## config.mk

```make
export PLATFORM = sky130hd
export DESIGN_NAME = cpuCore
export DESIGN_NICKNAME = d
export VERILOG_FILES = /design/src/logic/cpuPkg.sv /design/src/logic/stageBuses.sv /design/src/logic/cpuCore.sv /design/src/logic/decodeStage.sv /design/src/logic/executeStage.sv /design/src/logic/fetchStage.sv /design/src/logic/memWriteback.sv
export SDC_FILE = /design/constraint.sdc
export NUM_CORES = 1
export LEC_CHECK = 0
export BUFFER_PORTS_ARGS = -buffer_cell sky130_fd_sc_hd__buf_2
export CAP_MARGIN = 20
export CORE_ASPECT_RATIO = 2
export CORE_UTILIZATION = 50
export DETAILED_ROUTE_END_ITERATION = 10
export GPL_ROUTABILITY_DRIVEN = 0
export GPL_TIMING_DRIVEN = 0
export PLACE_DENSITY = 0.69
export SLEW_MARGIN = 30
export SYNTH_ARGS = -nofsm -noshare
export SYNTH_HDL_FRONTEND = slang
export SYNTH_SLANG_ARGS = --single-unit
```

## constraint.sdc

```tcl
create_clock -name Clk -period 5.6 [get_ports Clk]
set_input_delay 0 -clock Clk [delete_from_list [all_inputs] [get_ports Clk]]
set_output_delay 0 -clock Clk [all_outputs]
set_load 0.05 [all_outputs]
```

## src/logic/cpuPkg.sv

```systemverilog
`default_nettype none

package cpuPkg;

    typedef logic [15:0] word_t;
    typedef logic [1:0]  regIdx_t;

    typedef enum logic [3:0] {
        OP_BNE   = 4'd0,
        OP_BEQ   = 4'd1,
        OP_ADI   = 4'd4,
        OP_ORI   = 4'd5,
        OP_LHI   = 4'd6,
        OP_LWD   = 4'd7,
        OP_SWD   = 4'd8,
        OP_JMP   = 4'd9,
        OP_JAL   = 4'd10,
        OP_RTYPE = 4'd15
    } opcode_t;

    // Low two bits of the ALU codes match aluOp_t
    typedef enum logic [5:0] {
        FN_ADD = 6'd0,
        FN_SUB = 6'd1,
        FN_AND = 6'd2,
        FN_ORR = 6'd3,
        FN_JPR = 6'd25,
        FN_WWD = 6'd28,
        FN_HLT = 6'd29
    } func_t;

    typedef union packed {
        struct packed {
            opcode_t opcode;
            regIdx_t rs;
            regIdx_t rt;
            regIdx_t rd;
            func_t   func;
        } rForm;
        struct packed {
            opcode_t    opcode;
            regIdx_t    rs;
            regIdx_t    rt;
            logic [7:0] imm;
        } iForm;
        struct packed {
            opcode_t     opcode;
            logic [11:0] target;
        } jForm;
    } instr_t;

    typedef enum logic [1:0] {
        ALU_ADD,
        ALU_SUB,
        ALU_AND,
        ALU_OR
    } aluOp_t;

    typedef struct packed {
        logic   regWrite;
        logic   memToReg;
        logic   memWrite;
        logic   memRead;
        logic   isBranch;
        logic   isJumpR;
        logic   aluSrcImm;
        logic   isWwd;
        logic   isHalt;
        aluOp_t aluOp;
    } ctrl_t;

    localparam regIdx_t JAL_LINK_REG = 2'd2;

endpackage

`default_nettype wire

```

## src/logic/stageBuses.sv

```systemverilog
`timescale 1ns/10ps
`default_nettype none

// ID/EX latch contents
interface decExBus
    import cpuPkg::*;
();
    logic    valid;
    word_t   pc;
    ctrl_t   ctrl;
    aluOp_t  aluOp;
    regIdx_t rs;
    regIdx_t rt;
    regIdx_t rd;
    word_t   readData1;
    word_t   readData2;
    word_t   imm;
    logic    isLhi;

    modport source (output valid, pc, ctrl, aluOp, rs, rt, rd,
                    readData1, readData2, imm, isLhi);
    modport sink (input valid, pc, ctrl, aluOp, rs, rt, rd,
                  readData1, readData2, imm, isLhi);
endinterface

// EX/MEM latch contents
interface exMemBus
    import cpuPkg::*;
();
    logic    valid;
    ctrl_t   ctrl;
    word_t   aluResult;
    word_t   storeData;
    regIdx_t rd;

    modport source (output valid, ctrl, aluResult, storeData, rd);
    modport sink (input valid, ctrl, aluResult, storeData, rd);
endinterface

`default_nettype wire

```

## src/logic/cpuCore.sv

```systemverilog
`timescale 1ns/10ps
`default_nettype none

module cpuCore
    import cpuPkg::*;
(
    input  logic  Clk,
    input  logic  rst,
    output word_t instrAddress,
    output logic  instrRead,
    input  word_t instrData,
    output word_t dataAddress,
    output logic  dataRead,
    output logic  dataWrite,
    output word_t dataWriteValue,
    input  word_t dataReadValue,
    output word_t outputPort,
    output logic  outputValid,
    output word_t numInst,
    output logic  halted
);

    word_t   ifPc;
    instr_t  ifInstr;
    logic    ifValid;
    logic    stall;
    logic    frozen;
    logic    jumpTaken;
    word_t   jumpTarget;
    logic    redirect;
    word_t   redirectTarget;
    logic    wbWrite;
    regIdx_t wbRd;
    word_t   wbData;

    decExBus idEx();
    exMemBus exMem();

    fetchStage fetch0 (
        .Clk(Clk),
        .rst(rst),
        .stall(stall),
        .frozen(frozen),
        .jumpTaken(jumpTaken),
        .jumpTarget(jumpTarget),
        .redirect(redirect),
        .redirectTarget(redirectTarget),
        .halted(halted),
        .instrAddress(instrAddress),
        .instrRead(instrRead),
        .instrData(instrData),
        .ifPc(ifPc),
        .ifInstr(ifInstr),
        .ifValid(ifValid)
    );

    decodeStage decode0 (
        .Clk(Clk),
        .rst(rst),
        .ifPc(ifPc),
        .ifInstr(ifInstr),
        .ifValid(ifValid),
        .stall(stall),
        .frozen(frozen),
        .jumpTaken(jumpTaken),
        .jumpTarget(jumpTarget),
        .redirect(redirect),
        .wbWrite(wbWrite),
        .wbRd(wbRd),
        .wbData(wbData),
        .idEx(idEx.source)
    );

    executeStage execute0 (
        .Clk(Clk),
        .rst(rst),
        .idEx(idEx.sink),
        .exMem(exMem.source),
        .wbWrite(wbWrite),
        .wbRd(wbRd),
        .wbData(wbData),
        .redirect(redirect),
        .redirectTarget(redirectTarget)
    );

    memWriteback memWb0 (
        .Clk(Clk),
        .rst(rst),
        .exMem(exMem.sink),
        .dataAddress(dataAddress),
        .dataRead(dataRead),
        .dataWrite(dataWrite),
        .dataWriteValue(dataWriteValue),
        .dataReadValue(dataReadValue),
        .wbWrite(wbWrite),
        .wbRd(wbRd),
        .wbData(wbData),
        .outputPort(outputPort),
        .outputValid(outputValid),
        .numInst(numInst),
        .halted(halted)
    );

endmodule

`default_nettype wire

```

## src/logic/decodeStage.sv

```systemverilog
`timescale 1ns/10ps
`default_nettype none

module decodeStage
    import cpuPkg::*;
(
    input  logic    Clk,
    input  logic    rst,
    input  word_t   ifPc,
    input  instr_t  ifInstr,
    input  logic    ifValid,
    output logic    stall,
    output logic    frozen,
    output logic    jumpTaken,
    output word_t   jumpTarget,
    input  logic    redirect,
    input  logic    wbWrite,
    input  regIdx_t wbRd,
    input  word_t   wbData,
    decExBus.source idEx
);

    word_t   regFile [4];
    ctrl_t   decCtrl;
    regIdx_t dest;
    word_t   immExt;
    word_t   pcPlus1;
    word_t   readData1;
    word_t   readData2;
    logic    usesRs;
    logic    usesRt;
    logic    isLhiNext;
    logic    isJump;
    logic    loadUse;
    logic    haltNow;
    logic    frozenReg;

    assign pcPlus1 = ifPc + 16'd1;

    always_comb begin
        decCtrl = '0;
        decCtrl.aluOp = ALU_ADD;
        dest = ifInstr.iForm.rt;
        immExt = {{8{ifInstr.iForm.imm[7]}}, ifInstr.iForm.imm};
        usesRs = 1'b1;
        usesRt = 1'b0;
        isLhiNext = 1'b0;
        isJump = 1'b0;
        case (ifInstr.rForm.opcode)
            OP_RTYPE: begin
                dest = ifInstr.rForm.rd;
                case (ifInstr.rForm.func)
                    FN_ADD, FN_SUB, FN_AND, FN_ORR: begin
                        decCtrl.regWrite = 1'b1;
                        decCtrl.aluOp = aluOp_t'(ifInstr.rForm.func[1:0]);
                        usesRt = 1'b1;
                    end
                    FN_JPR: decCtrl.isJumpR = 1'b1;
                    FN_WWD: begin
                        // rs passes through the ALU untouched
                        decCtrl.isWwd = 1'b1;
                        decCtrl.aluSrcImm = 1'b1;
                        decCtrl.aluOp = ALU_OR;
                        immExt = '0;
                    end
                    FN_HLT: begin
                        decCtrl.isHalt = 1'b1;
                        usesRs = 1'b0;
                    end
                    default: usesRs = 1'b0;
                endcase
            end
            OP_ADI: begin
                decCtrl.regWrite = 1'b1;
                decCtrl.aluSrcImm = 1'b1;
            end
            OP_ORI: begin
                // Zero-extended, unlike the other immediates
                decCtrl.regWrite = 1'b1;
                decCtrl.aluSrcImm = 1'b1;
                decCtrl.aluOp = ALU_OR;
                immExt = {8'h00, ifInstr.iForm.imm};
            end
            OP_LHI: begin
                decCtrl.regWrite = 1'b1;
                decCtrl.aluSrcImm = 1'b1;
                isLhiNext = 1'b1;
                immExt = {ifInstr.iForm.imm, 8'h00};
                usesRs = 1'b0;
            end
            OP_LWD: begin
                decCtrl.regWrite = 1'b1;
                decCtrl.memToReg = 1'b1;
                decCtrl.memRead = 1'b1;
                decCtrl.aluSrcImm = 1'b1;
            end
            OP_SWD: begin
                decCtrl.memWrite = 1'b1;
                decCtrl.aluSrcImm = 1'b1;
                usesRt = 1'b1;
            end
            OP_BNE: begin
                decCtrl.isBranch = 1'b1;
                decCtrl.aluOp = ALU_SUB;
                usesRt = 1'b1;
            end
            OP_BEQ: begin
                decCtrl.isBranch = 1'b1;
                usesRt = 1'b1;
            end
            OP_JMP: begin
                isJump = 1'b1;
                usesRs = 1'b0;
            end
            OP_JAL: begin
                // Link value rides the upper-immediate path
                isJump = 1'b1;
                decCtrl.regWrite = 1'b1;
                decCtrl.aluSrcImm = 1'b1;
                isLhiNext = 1'b1;
                dest = JAL_LINK_REG;
                immExt = pcPlus1;
                usesRs = 1'b0;
            end
            default: usesRs = 1'b0;
        endcase
    end

    // Same-cycle write is visible to the read
    assign readData1 = (wbWrite && wbRd == ifInstr.rForm.rs) ? wbData
                                                              : regFile[ifInstr.rForm.rs];
    assign readData2 = (wbWrite && wbRd == ifInstr.rForm.rt) ? wbData
                                                              : regFile[ifInstr.rForm.rt];

    always_ff @(posedge Clk) begin
        if (wbWrite) begin
            regFile[wbRd] <= wbData;
        end
    end

    assign loadUse = ifValid && idEx.valid && idEx.ctrl.memRead &&
                     ((usesRs && ifInstr.rForm.rs == idEx.rd) ||
                      (usesRt && ifInstr.rForm.rt == idEx.rd));
    assign stall = loadUse && !redirect;

    assign jumpTaken = ifValid && isJump && !redirect;
    assign jumpTarget = {ifPc[15:12], ifInstr.jForm.target};

    assign haltNow = ifValid && decCtrl.isHalt && !redirect;
    assign frozen = frozenReg || haltNow;

    always_ff @(posedge Clk) begin
        if (rst) begin
            frozenReg <= 1'b0;
        end else if (haltNow) begin
            frozenReg <= 1'b1;
        end
    end

    always_ff @(posedge Clk) begin
        if (rst) begin
            idEx.valid <= 1'b0;
            idEx.ctrl <= '0;
        end else if (redirect || stall || !ifValid) begin
            idEx.valid <= 1'b0;
            idEx.ctrl <= '0;
        end else begin
            idEx.valid <= 1'b1;
            idEx.ctrl <= decCtrl;
        end
    end

    always_ff @(posedge Clk) begin
        idEx.pc <= ifPc;
        idEx.aluOp <= decCtrl.aluOp;
        idEx.rs <= ifInstr.rForm.rs;
        idEx.rt <= ifInstr.rForm.rt;
        idEx.rd <= dest;
        idEx.readData1 <= readData1;
        idEx.readData2 <= readData2;
        idEx.imm <= immExt;
        idEx.isLhi <= isLhiNext;
    end

endmodule

`default_nettype wire

```

## src/logic/executeStage.sv

```systemverilog
`timescale 1ns/10ps
`default_nettype none

module executeStage
    import cpuPkg::*;
(
    input  logic    Clk,
    input  logic    rst,
    decExBus.sink   idEx,
    exMemBus.source exMem,
    input  logic    wbWrite,
    input  regIdx_t wbRd,
    input  word_t   wbData,
    output logic    redirect,
    output word_t   redirectTarget
);

    word_t operandA;
    word_t operandB;
    word_t aluA;
    word_t aluB;
    word_t aluOut;
    word_t branchTarget;
    logic  branchTaken;

    // Newest producer first; loads in EX/MEM are covered by the decode stall
    function automatic word_t forwardValue(input regIdx_t src, input word_t regValue);
        if (exMem.valid && exMem.ctrl.regWrite && !exMem.ctrl.memToReg &&
            exMem.rd == src) begin
            return exMem.aluResult;
        end else if (wbWrite && wbRd == src) begin
            return wbData;
        end
        return regValue;
    endfunction

    always_comb begin
        operandA = forwardValue(idEx.rs, idEx.readData1);
        operandB = forwardValue(idEx.rt, idEx.readData2);
    end

    // LHI and the JAL link add their prepared immediate to zero
    assign aluA = idEx.isLhi ? '0 : operandA;
    assign aluB = idEx.ctrl.aluSrcImm ? idEx.imm : operandB;

    always_comb begin
        case (idEx.aluOp)
            ALU_ADD: aluOut = aluA + aluB;
            ALU_SUB: aluOut = aluA - aluB;
            ALU_AND: aluOut = aluA & aluB;
            default: aluOut = aluA | aluB;
        endcase
    end

    // Branch sense comes from aluOp, SUB marks BNE
    assign branchTaken = idEx.ctrl.isBranch &&
                         ((idEx.aluOp == ALU_SUB) ? (operandA != operandB)
                                                  : (operandA == operandB));
    assign branchTarget = idEx.pc + 16'd1 + idEx.imm;

    assign redirect = branchTaken || idEx.ctrl.isJumpR;
    assign redirectTarget = idEx.ctrl.isJumpR ? operandA : branchTarget;

    always_ff @(posedge Clk) begin
        if (rst) begin
            exMem.valid <= 1'b0;
            exMem.ctrl <= '0;
        end else begin
            exMem.valid <= idEx.valid;
            exMem.ctrl <= idEx.ctrl;
        end
    end

    always_ff @(posedge Clk) begin
        exMem.aluResult <= aluOut;
        exMem.storeData <= operandB;
        exMem.rd <= idEx.rd;
    end

endmodule

`default_nettype wire

```

## src/logic/fetchStage.sv

```systemverilog
`timescale 1ns/10ps
`default_nettype none

module fetchStage
    import cpuPkg::*;
(
    input  logic   Clk,
    input  logic   rst,
    input  logic   stall,
    input  logic   frozen,
    input  logic   jumpTaken,
    input  word_t  jumpTarget,
    input  logic   redirect,
    input  word_t  redirectTarget,
    input  logic   halted,
    output word_t  instrAddress,
    output logic   instrRead,
    input  word_t  instrData,
    output word_t  ifPc,
    output instr_t ifInstr,
    output logic   ifValid
);

    word_t pc;

    assign instrAddress = pc;
    assign instrRead = !halted;

    // Execute redirect wins over a decode jump
    always_ff @(posedge Clk) begin
        if (rst) begin
            pc <= '0;
        end else if (redirect) begin
            pc <= redirectTarget;
        end else if (stall || frozen) begin
            pc <= pc;
        end else if (jumpTaken) begin
            pc <= jumpTarget;
        end else begin
            pc <= pc + 16'd1;
        end
    end

    always_ff @(posedge Clk) begin
        if (rst) begin
            ifValid <= 1'b0;
        end else if (redirect || jumpTaken || frozen) begin
            ifValid <= 1'b0;
        end else if (!stall) begin
            ifValid <= 1'b1;
        end
    end

    always_ff @(posedge Clk) begin
        if (!stall) begin
            ifPc <= pc;
            ifInstr <= instrData;
        end
    end

endmodule

`default_nettype wire

```

## src/logic/memWriteback.sv

```systemverilog
`timescale 1ns/10ps
`default_nettype none

module memWriteback
    import cpuPkg::*;
(
    input  logic    Clk,
    input  logic    rst,
    exMemBus.sink   exMem,
    output word_t   dataAddress,
    output logic    dataRead,
    output logic    dataWrite,
    output word_t   dataWriteValue,
    input  word_t   dataReadValue,
    output logic    wbWrite,
    output regIdx_t wbRd,
    output word_t   wbData,
    output word_t   outputPort,
    output logic    outputValid,
    output word_t   numInst,
    output logic    halted
);

    logic  wbValid;
    ctrl_t wbCtrl;
    word_t wbAlu;
    word_t wbLoad;

    // Data memory answers in the same cycle
    assign dataAddress = exMem.aluResult;
    assign dataRead = exMem.ctrl.memRead;
    assign dataWrite = exMem.ctrl.memWrite;
    assign dataWriteValue = exMem.storeData;

    always_ff @(posedge Clk) begin
        if (rst) begin
            wbValid <= 1'b0;
            wbCtrl <= '0;
        end else begin
            wbValid <= exMem.valid;
            wbCtrl <= exMem.ctrl;
        end
    end

    always_ff @(posedge Clk) begin
        wbAlu <= exMem.aluResult;
        wbLoad <= dataReadValue;
        wbRd <= exMem.rd;
    end

    assign wbWrite = wbCtrl.regWrite;
    assign wbData = wbCtrl.memToReg ? wbLoad : wbAlu;

    // Retire side effects
    always_ff @(posedge Clk) begin
        if (rst) begin
            outputValid <= 1'b0;
            numInst <= '0;
            halted <= 1'b0;
        end else begin
            outputValid <= wbValid && wbCtrl.isWwd;
            if (wbValid) begin
                numInst <= numInst + 16'd1;
            end
            if (wbValid && wbCtrl.isHalt) begin
                halted <= 1'b1;
            end
        end
    end

    always_ff @(posedge Clk) begin
        if (wbValid && wbCtrl.isWwd) begin
            outputPort <= wbAlu;
        end
    end

endmodule

`default_nettype wire

```

**Yosys cells after proc, flatten, opt, wreduce, memory -nomap -nowiden**

Memories as Yosys holds them, arrays and structs flattened. A register that Yosys moved wholly into a read port is not among the register bits.
Cells that the tools add are included.

- Bits in registers: 213
- Bits in writable memories: 64
- Input bits: 34
- Output and inout bits: 85
- Word-level logic and storage cells: 167
- Memories: 1

Memories:

| memory | words | bits a word | rd ports | clocked after memory_dff | write ports | RTL line | source |
|---|---|---|---|---|---|---|---|
| decode0.regFile | 4 | 16 | 2 | 2 | 1 | decodeStage.sv:23 | `word_t regFile [4];` |

- Add/subtract/negate cells: 7
- Equality and inequality tests: 26
- Muxes and demuxes: 42
- Bitwise gates (word level): 3
- Reduce and logical (&&, ||, !) cells: 46

Operators with widths:

| operator | count |
|---|---|
| $mux 16 | 14 |
| $add 16x1->16 const B | 4 |
| $pmux 16 s4 | 1 |
| $pmux 16 s3 | 1 |
| $add 16x16->16 | 2 |
| $logic_and 1x1->1 | 19 |
| $eq 6x5->1 const B | 3 |
| $mux 1 | 18 |
| $reduce_or 6->1 | 3 |
| $and 16x16->16 | 1 |
| $eq 16x16->1 | 1 |
| $eq 4x3->1 const B | 4 |
| $eq 4x4->1 const B | 4 |
| $ne 16x16->1 | 1 |
| $or 16x16->16 | 1 |
| $sub 16x16->16 | 1 |
| $eq 2x2->1 | 6 |
| $eq 6x2->1 const B | 2 |
| $reduce_or 2->1 | 5 |
| $logic_or 1x1->1 | 8 |
| $pmux 1 s2 | 4 |
| $pmux 2 s2 | 2 |
| $eq 6x1->1 const B | 1 |
| $logic_not 6->1 | 1 |
| 13 further kinds | 17 |

**Longest topological paths before layout**

- Word-level depth: 15
- Mapped depth: 21
- Mapped depth without buffers: 18

**Modules after synthesis**

Synthesis repeated with hierarchy kept, for this count alone.

- Cells, all modules: 1380
- Area total of the unflattened synthesis: 14644.0 µm²

By module, submodules not included:

| module | times used | cells each | area an instance (µm²) | sequential area each (µm²) |
|---|---|---|---|---|
| executeStage | 1 | 639 | 4952.2 | 920.9 |
| decodeStage | 1 | 334 | 4892.2 | 2982.9 |
| memWriteback | 1 | 203 | 2543.7 | 1621.6 |
| fetchStage | 1 | 204 | 2255.9 | 1301.2 |

**Worst setup path before layout**

No wires, ideal clock.

- Path type: register to register
- Start point: register, netlist name execute0.exMem.ctrl[9]
- End point: register execute0.exMem.aluResult[15]
- Setup time: 116 ps
- Arrival: 4617 ps
- Data required time: 5484 ps
- Setup slack: 867 ps
- Cell stages (with the launch flop): 21
- Path buffers: 2
- Clock period less this slack: 4733 ps
- Path through: dfxtp_1 > nand3b_1 > clkbuf_1 > clkbuf_1 > nor4_1 > a311oi_1 > a21oi_1 > ha_1 > nor2_1 > xor2_1 > ha_1 > o21ai_0 > a21oi_1 > nor4_1 > or4_1 > nand3_1 > a41oi_1 > o21ai_0 > xor2_1 > o32a_1 > o211a_1

- Cells in the longest elaborated chain, start to end: 8
- Elaborated cells between the ends (all ways): 17
- Classes of those cells: add/sub (2); mux (9); bitwise (2); reduce/logical (4)

RTL lines:

| item | RTL line | source |
|---|---|---|
| $logic_not 1->1 * | executeStage.sv:28 | `if (exMem.valid && exMem.ctrl.regWrite && !exMem.ctrl.memToReg &&` |
| $logic_and 1x1->1 * | executeStage.sv:28 |  |
| $logic_and 1x1->1 | executeStage.sv:28 |  |
| $mux 16 or $mux 1 (tied branches) | executeStage.sv:28 |  |
| $mux 16 | executeStage.sv:34 | `return regValue;` |
| $mux 16, on equally long branches | executeStage.sv:43, executeStage.sv:44 |  |
| $sub 16x16->16, or another cell as far along | executeStage.sv:49 | `ALU_SUB: aluOut = aluA - aluB;` |
| $pmux 16 s3 * | executeStage.sv:47 | `case (idEx.aluOp)` |
| named net execute0.aluOut[15] | executeStage.sv:22 | `word_t aluOut;` |
| end signal, assigned | executeStage.sv:75 | `exMem.aluResult <= aluOut;` |
| end, declared | stageBuses.sv:36 | `modport source (output valid, ctrl, aluResult, storeData, rd);` |

The timed path passes the listed nets; every way through them passes the cells marked *.
A chain may end at the register's enable or synchronous reset.

**Worst setup path in the final report**

- Start point: register memWb0.wbRd[1]
- End point: register execute0.exMem.aluResult[15]

- Cells in the longest elaborated chain, start to end: 8
- Elaborated cells between the ends (all ways): 17
- Classes of those cells: add/sub (2); eq/ne (2); mux (9); bitwise (2); reduce/logical (2)

RTL lines:

| item | RTL line | source |
|---|---|---|
| start, declared | memWriteback.sv:16 | `output regIdx_t wbRd,` |
| start signal, assigned | memWriteback.sv:48 | `wbRd <= exMem.rd;` |
| $eq 2x2->1 | executeStage.sv:31 | `end else if (wbWrite && wbRd == src) begin` |
| $logic_and 1x1->1 | executeStage.sv:31 |  |
| $mux 1 | executeStage.sv:31 |  |
| $mux 1 | executeStage.sv:28 |  |
| $mux 16 | executeStage.sv:34 |  |
| $mux 16, on equally long branches | executeStage.sv:43, executeStage.sv:44 |  |
| $sub 16x16->16, or another cell as far along | executeStage.sv:49 |  |
| $pmux 16 s3 * | executeStage.sv:47 |  |
| named net execute0.aluOut[15] | executeStage.sv:22 |  |

Marked as above.

==> impl_results.rst <==
.. list-table::
   :header-rows: 1

   * - Metric
     - Value
   * - Antenna violations before repair
     - 1
   * - Sequential fraction of the synthesis area
     - 0.490
   * - Number of buffers created by CTS
     - 25
   * - Worst reg2reg endpoint
     - execute0.exMem.aluResult[15]
   * - Post-Syn Instances
     - 1270
   * - Wire length of the first global-routing pass
     - 62.5 mm
   * - Buffers on Ports
     - 117
   * - Later-pin clock latency in the skew report
     - 560 ps
   * - Number of DRC markers in iteration 0
     - 623
   * - Post-DRT Antenna Nets
     - 0
   * - Maximum clock path buffer count
     - 3
   * - Overall global routing resource usage
     - 0.296
   * - Type of the worst min-delay path
     - in2reg
   * - Number of stages on the worst hold path
     - 2
   * - Clock-pin transition on the worst setup and hold timing paths
     - 70 ps
   * - Final nets
     - 1524
   * - Dpl cells
     - 1740
   * - Final hold viol count
     - 0
   * - Width of the chip
     - 119 µm
   * - Max-slew violation total from the final report
     - 0
   * - Remaining design rule violation count
     - 0
   * - Peak fanout along the critical path
     - 10
   * - Worst slew slack as a fraction of its limit
     - 0.276
   * - Yosys reg bits
     - 277
   * - Power Dens Cells
     - 336 nW/µm²
   * - FF+latch area
     - 6670 µm²
   * - Estimated wirelength of the detail-placed design
     - 31.5 mm
   * - Area delta synth->final
     - 17.7%
   * - Yosys top cell area share
     - 0.247
   * - CTS tree
     - yes
   * - Tightest Pin Transition
     - 1080 ps
   * - Primary flip-flop cell chosen by synthesis mapping
     - sky130_fd_sc_hd__dfxtp_1
   * - Count of synthesis-stage warnings from yosys
     - 0
   * - Die Outline Area
     - 27900 µm²
   * - Type of the worst setup path
     - reg2reg
   * - Post-DR vias/cell
     - 6.09
   * - Count of maximum capacitance violations
     - 0
   * - Critical Path RT
     - 6050 ps
   * - Non-filler cells, final
     - 1820
   * - Die Y
     - 235 µm
   * - EDFF count, synth
     - 112
   * - Post-synthesis instance area
     - 13600 µm²
   * - Kind of end point of the critical path
     - flop
   * - Count of filler cells inserted in the layout
     - 2306
   * - Number of placement rows
     - 85
   * - Gr ovfl total
     - 0
   * - Count of distinct cell types in the synthesized netlist
     - 65
   * - Most common library cell in the layout ignoring fill and taps
     - sky130_fd_sc_hd__dfxtp_1
   * - Period minus WS final
     - 5380 ps
   * - R2r startpoint
     - memWb0.wbRd[1]
   * - Sink count of the clock tree
     - 277
   * - Dominant cells by area after synthesis
     - sky130_fd_sc_hd__edfxtp_1 (25%), sky130_fd_sc_hd__dfxtp_1 (24%), sky130_fd_sc_hd__mux4_2 (5.3%)
   * - Clock Skew
     - 14.1 ps
   * - Maximum number of pins on one net before global-route repair
     - 33
   * - Placed inst area
     - 14700 µm²
   * - Result of the run
     - finished clean
   * - Via count of the first global-routing pass
     - 11500
   * - Final Cell Area
     - 16000 µm²
   * - Area of the multi-input gates
     - 6550 µm²
   * - Fraction of registers with async set/reset
     - 0
   * - R2r worst-path depth
     - 20
   * - Mean routed wirelength per cell
     - 22.4 µm
   * - Post-route fraction of the period consumed by the critical path
     - 0.961
   * - Count of pins on the block boundary
     - 119
   * - Upper clock frequency limit
     - 186 MHz
   * - Flop2flop setup slack
     - 220 ps
   * - Commonest non-fill, non-tap cells in the layout
     - sky130_fd_sc_hd__dfxtp_1 (165), sky130_fd_sc_hd__buf_2 (130), sky130_fd_sc_hd__edfxtp_1 (112)
   * - Core area
     - 26800 µm²
   * - Total vias in the final route
     - 11100
   * - Setup violation total in the final timing report
     - 0
   * - Endpoint with the worst hold slack
     - memWb0.wbLoad[14]
   * - Root buffer cell
     - sky130_fd_sc_hd__clkbuf_16
   * - Data arrival time of the critical path
     - 5830 ps
   * - Cell type with the largest total area after synthesis
     - sky130_fd_sc_hd__edfxtp_1
   * - Effective utilization at floorplan
     - 0.507
   * - Static Leakage
     - 0.00591 µW
   * - CTS H-tree depth
     - 1
   * - Total length of routed wires
     - 40.8 mm
   * - Synthesized Nets
     - 1342
   * - Per-instance average area after synthesis
     - 10.7 µm²
   * - Share of final-layout standard cells stronger than drive strength 1
     - 0.196
   * - Router iterations before antenna repair
     - 8
   * - Worst vdd ir
     - 0.000288 V
   * - Startpoint of the most critical hold path
     - dataReadValue[14]
   * - Startpoint Class
     - flop
## worst max-delay path by stage
stage | startpoint | to | slack [ps] | cells after the start
6_report | memWb0.wbRd[1] | execute0.exMem.aluResult[15] | 220 | 20
3_5_place_dp | decode0.idEx.rt[1] | execute0.exMem.aluResult[15] | 80 | 19
5_1_grt | memWb0.wbRd[1] | execute0.exMem.aluResult[15] | -30 | 19
2_1_floorplan | execute0.exMem.ctrl[9] | execute0.exMem.aluResult[15] | 870 | 20
4_1_cts | memWb0.wbWrite | execute0.exMem.aluResult[15] | 10 | 21
3_3_place_gp | memWb0.wbWrite | execute0.exMem.aluResult[15] | 110 | 21
## metal layers
| metal | GRT usage | part of all wire | up-vias |
|---|---|---|---|
| met5 | 0 | 0 | - |
| met3 | 0.0482 | 0.052 | 223 |
| met1 | 0.263 | 0.31 | 5244 |
| li1 | - | - | 5089 |
| met2 | 0.559 | 0.55 | 526 |
| met4 | 0.265 | 0.095 | 0 |
## stage by stage
| stage | TNS (ps) | util | power, µW | worst slack (ps) | hold WS, ps |
|---|---|---|---|---|---|
| floorplan | 0 | - | 3160 | 867 | 27.7 |
| global placement | 0 | 0.545 | 3460 | 114 | 105 |
| detailed placement | 0 | 0.548 | 3480 | 80.6 | 104 |
| CTS | 0 | 0.594 | 5350 | 10.9 | 72.9 |
| global route | -27.1 | 0.597 | 5530 | -27.1 | 82.7 |
| finish | 0 | 0.597 | 5370 | 218 | 80.4 |
## synthesized netlist by cell type (5+ instances only)
library cell	count
sky130_fd_sc_hd__buf_2	14
sky130_fd_sc_hd__o21ai_0	48
sky130_fd_sc_hd__nor2_1	85
sky130_fd_sc_hd__nand3_1	40
sky130_fd_sc_hd__a21oi_1	55
sky130_fd_sc_hd__nand4_1	41
sky130_fd_sc_hd__maj3_1	12
sky130_fd_sc_hd__dfxtp_1	165
sky130_fd_sc_hd__a21o_1	6
sky130_fd_sc_hd__mux2i_1	23
sky130_fd_sc_hd__xnor2_1	64
sky130_fd_sc_hd__or3_1	13
sky130_fd_sc_hd__a211oi_1	5
sky130_fd_sc_hd__clkbuf_1	46
sky130_fd_sc_hd__edfxtp_1	112
sky130_fd_sc_hd__nor4_1	39
sky130_fd_sc_hd__xor2_1	40
sky130_fd_sc_hd__mux2_2	24
sky130_fd_sc_hd__inv_1	35
sky130_fd_sc_hd__nand2b_1	7
sky130_fd_sc_hd__mux4_2	32
sky130_fd_sc_hd__a211o_1	9
sky130_fd_sc_hd__o211ai_1	17
sky130_fd_sc_hd__a31o_2	9
sky130_fd_sc_hd__and2_1	6
sky130_fd_sc_hd__nor3_1	20
sky130_fd_sc_hd__and3_1	14
sky130_fd_sc_hd__ha_1	36
sky130_fd_sc_hd__a31oi_1	27
sky130_fd_sc_hd__o31ai_1	39
sky130_fd_sc_hd__nand2_1	101
sky130_fd_sc_hd__nor2b_1	24
## sequential cells by signal, summed over array words and instances, names as in the netlist, 8 cells and up
| signal | flops |
|---|---|
| decode0.regFile | 64 |
| decode0.idEx.imm | 16 |
| decode0.idEx.pc | 16 |
| execute0.exMem.aluResult | 16 |
| execute0.exMem.storeData | 16 |
| fetch0.ifInstr | 16 |
| fetch0.ifPc | 16 |
| fetch0.instrAddress | 16 |
| memWb0.numInst | 16 |
| memWb0.outputPort | 16 |
| memWb0.wbAlu | 16 |
| memWb0.wbLoad | 16 |
| decode0.idEx.ctrl | 8 |
## critical path, stage by stage (launching register included)
cell and delay (ps):
sky130_fd_sc_hd__dfxtp_1 340, sky130_fd_sc_hd__buf_2 260, sky130_fd_sc_hd__xor2_2 350, sky130_fd_sc_hd__buf_2 330
sky130_fd_sc_hd__o31ai_1 120, sky130_fd_sc_hd__a311oi_1 570, sky130_fd_sc_hd__a21oi_2 120, sky130_fd_sc_hd__ha_1 290
sky130_fd_sc_hd__nor2_1 130, sky130_fd_sc_hd__xor2_1 80, sky130_fd_sc_hd__ha_1 350, sky130_fd_sc_hd__o21ai_0 90
sky130_fd_sc_hd__a21oi_1 280, sky130_fd_sc_hd__nor4_1 110, sky130_fd_sc_hd__or4_1 600, sky130_fd_sc_hd__nand3_1 140
sky130_fd_sc_hd__a41oi_1 180, sky130_fd_sc_hd__o21ai_0 260, sky130_fd_sc_hd__xor2_1 310, sky130_fd_sc_hd__xnor2_1 110
sky130_fd_sc_hd__o211a_1 220
## logic make-up (layout without fill, tap and decap cells)
| logic type | count (synthesis) | count (layout) | synth area share |
|---|---|---|---|
| AO/OA/AOI/OAI | 244 | 244 | 0.119 |
| XOR/XNOR | 108 | 108 | 0.0718 |
| adder cells (fa/ha/maj) | 50 | 50 | 0.0449 |
| buffers and inverters | 108 | 309 | 0.0344 |
| flip-flops | 277 | 277 | 0.490 |
| multiplexers | 81 | 81 | 0.0926 |
| other | 0 | 1 | 0 |
| AND/OR/NAND/NOR | 402 | 402 | 0.147 |
## area by class of cell
| cell class | count | share of cell area |
|---|---|---|
| Inverter | 36 | 0.00845 |
| Tap cell | 348 | 0.0272 |
| Buffer | 71 | 0.0213 |
| Clock buffer | 29 | 0.0427 |
| Sequential cell | 277 | 0.417 |
| Antenna cell | 1 | 0.000156 |
| Clock inverter | 17 | 0.0135 |
| Timing Repair Buffer | 156 | 0.0605 |
| Multi-Input combinational cell | 885 | 0.410 |
## report_power, final
group          switching, µW  leakage, µW  total (µW)  internal, µW
Sequential               144      0.00245        2460          2310
Clock                    808     0.000426        1880          1070
Combinational            704      0.00303        1040           334
Total                   1660      0.00591        5370          3720
## timing repair
item                                   CTS  global route
buffers inserted                         0             1
endpoints found under the hold margin   34             0
setup endpoints to repair                0             3
hold buffers                            33             0
resized for setup                        0            23
Power figures use the tool's default switching activity.
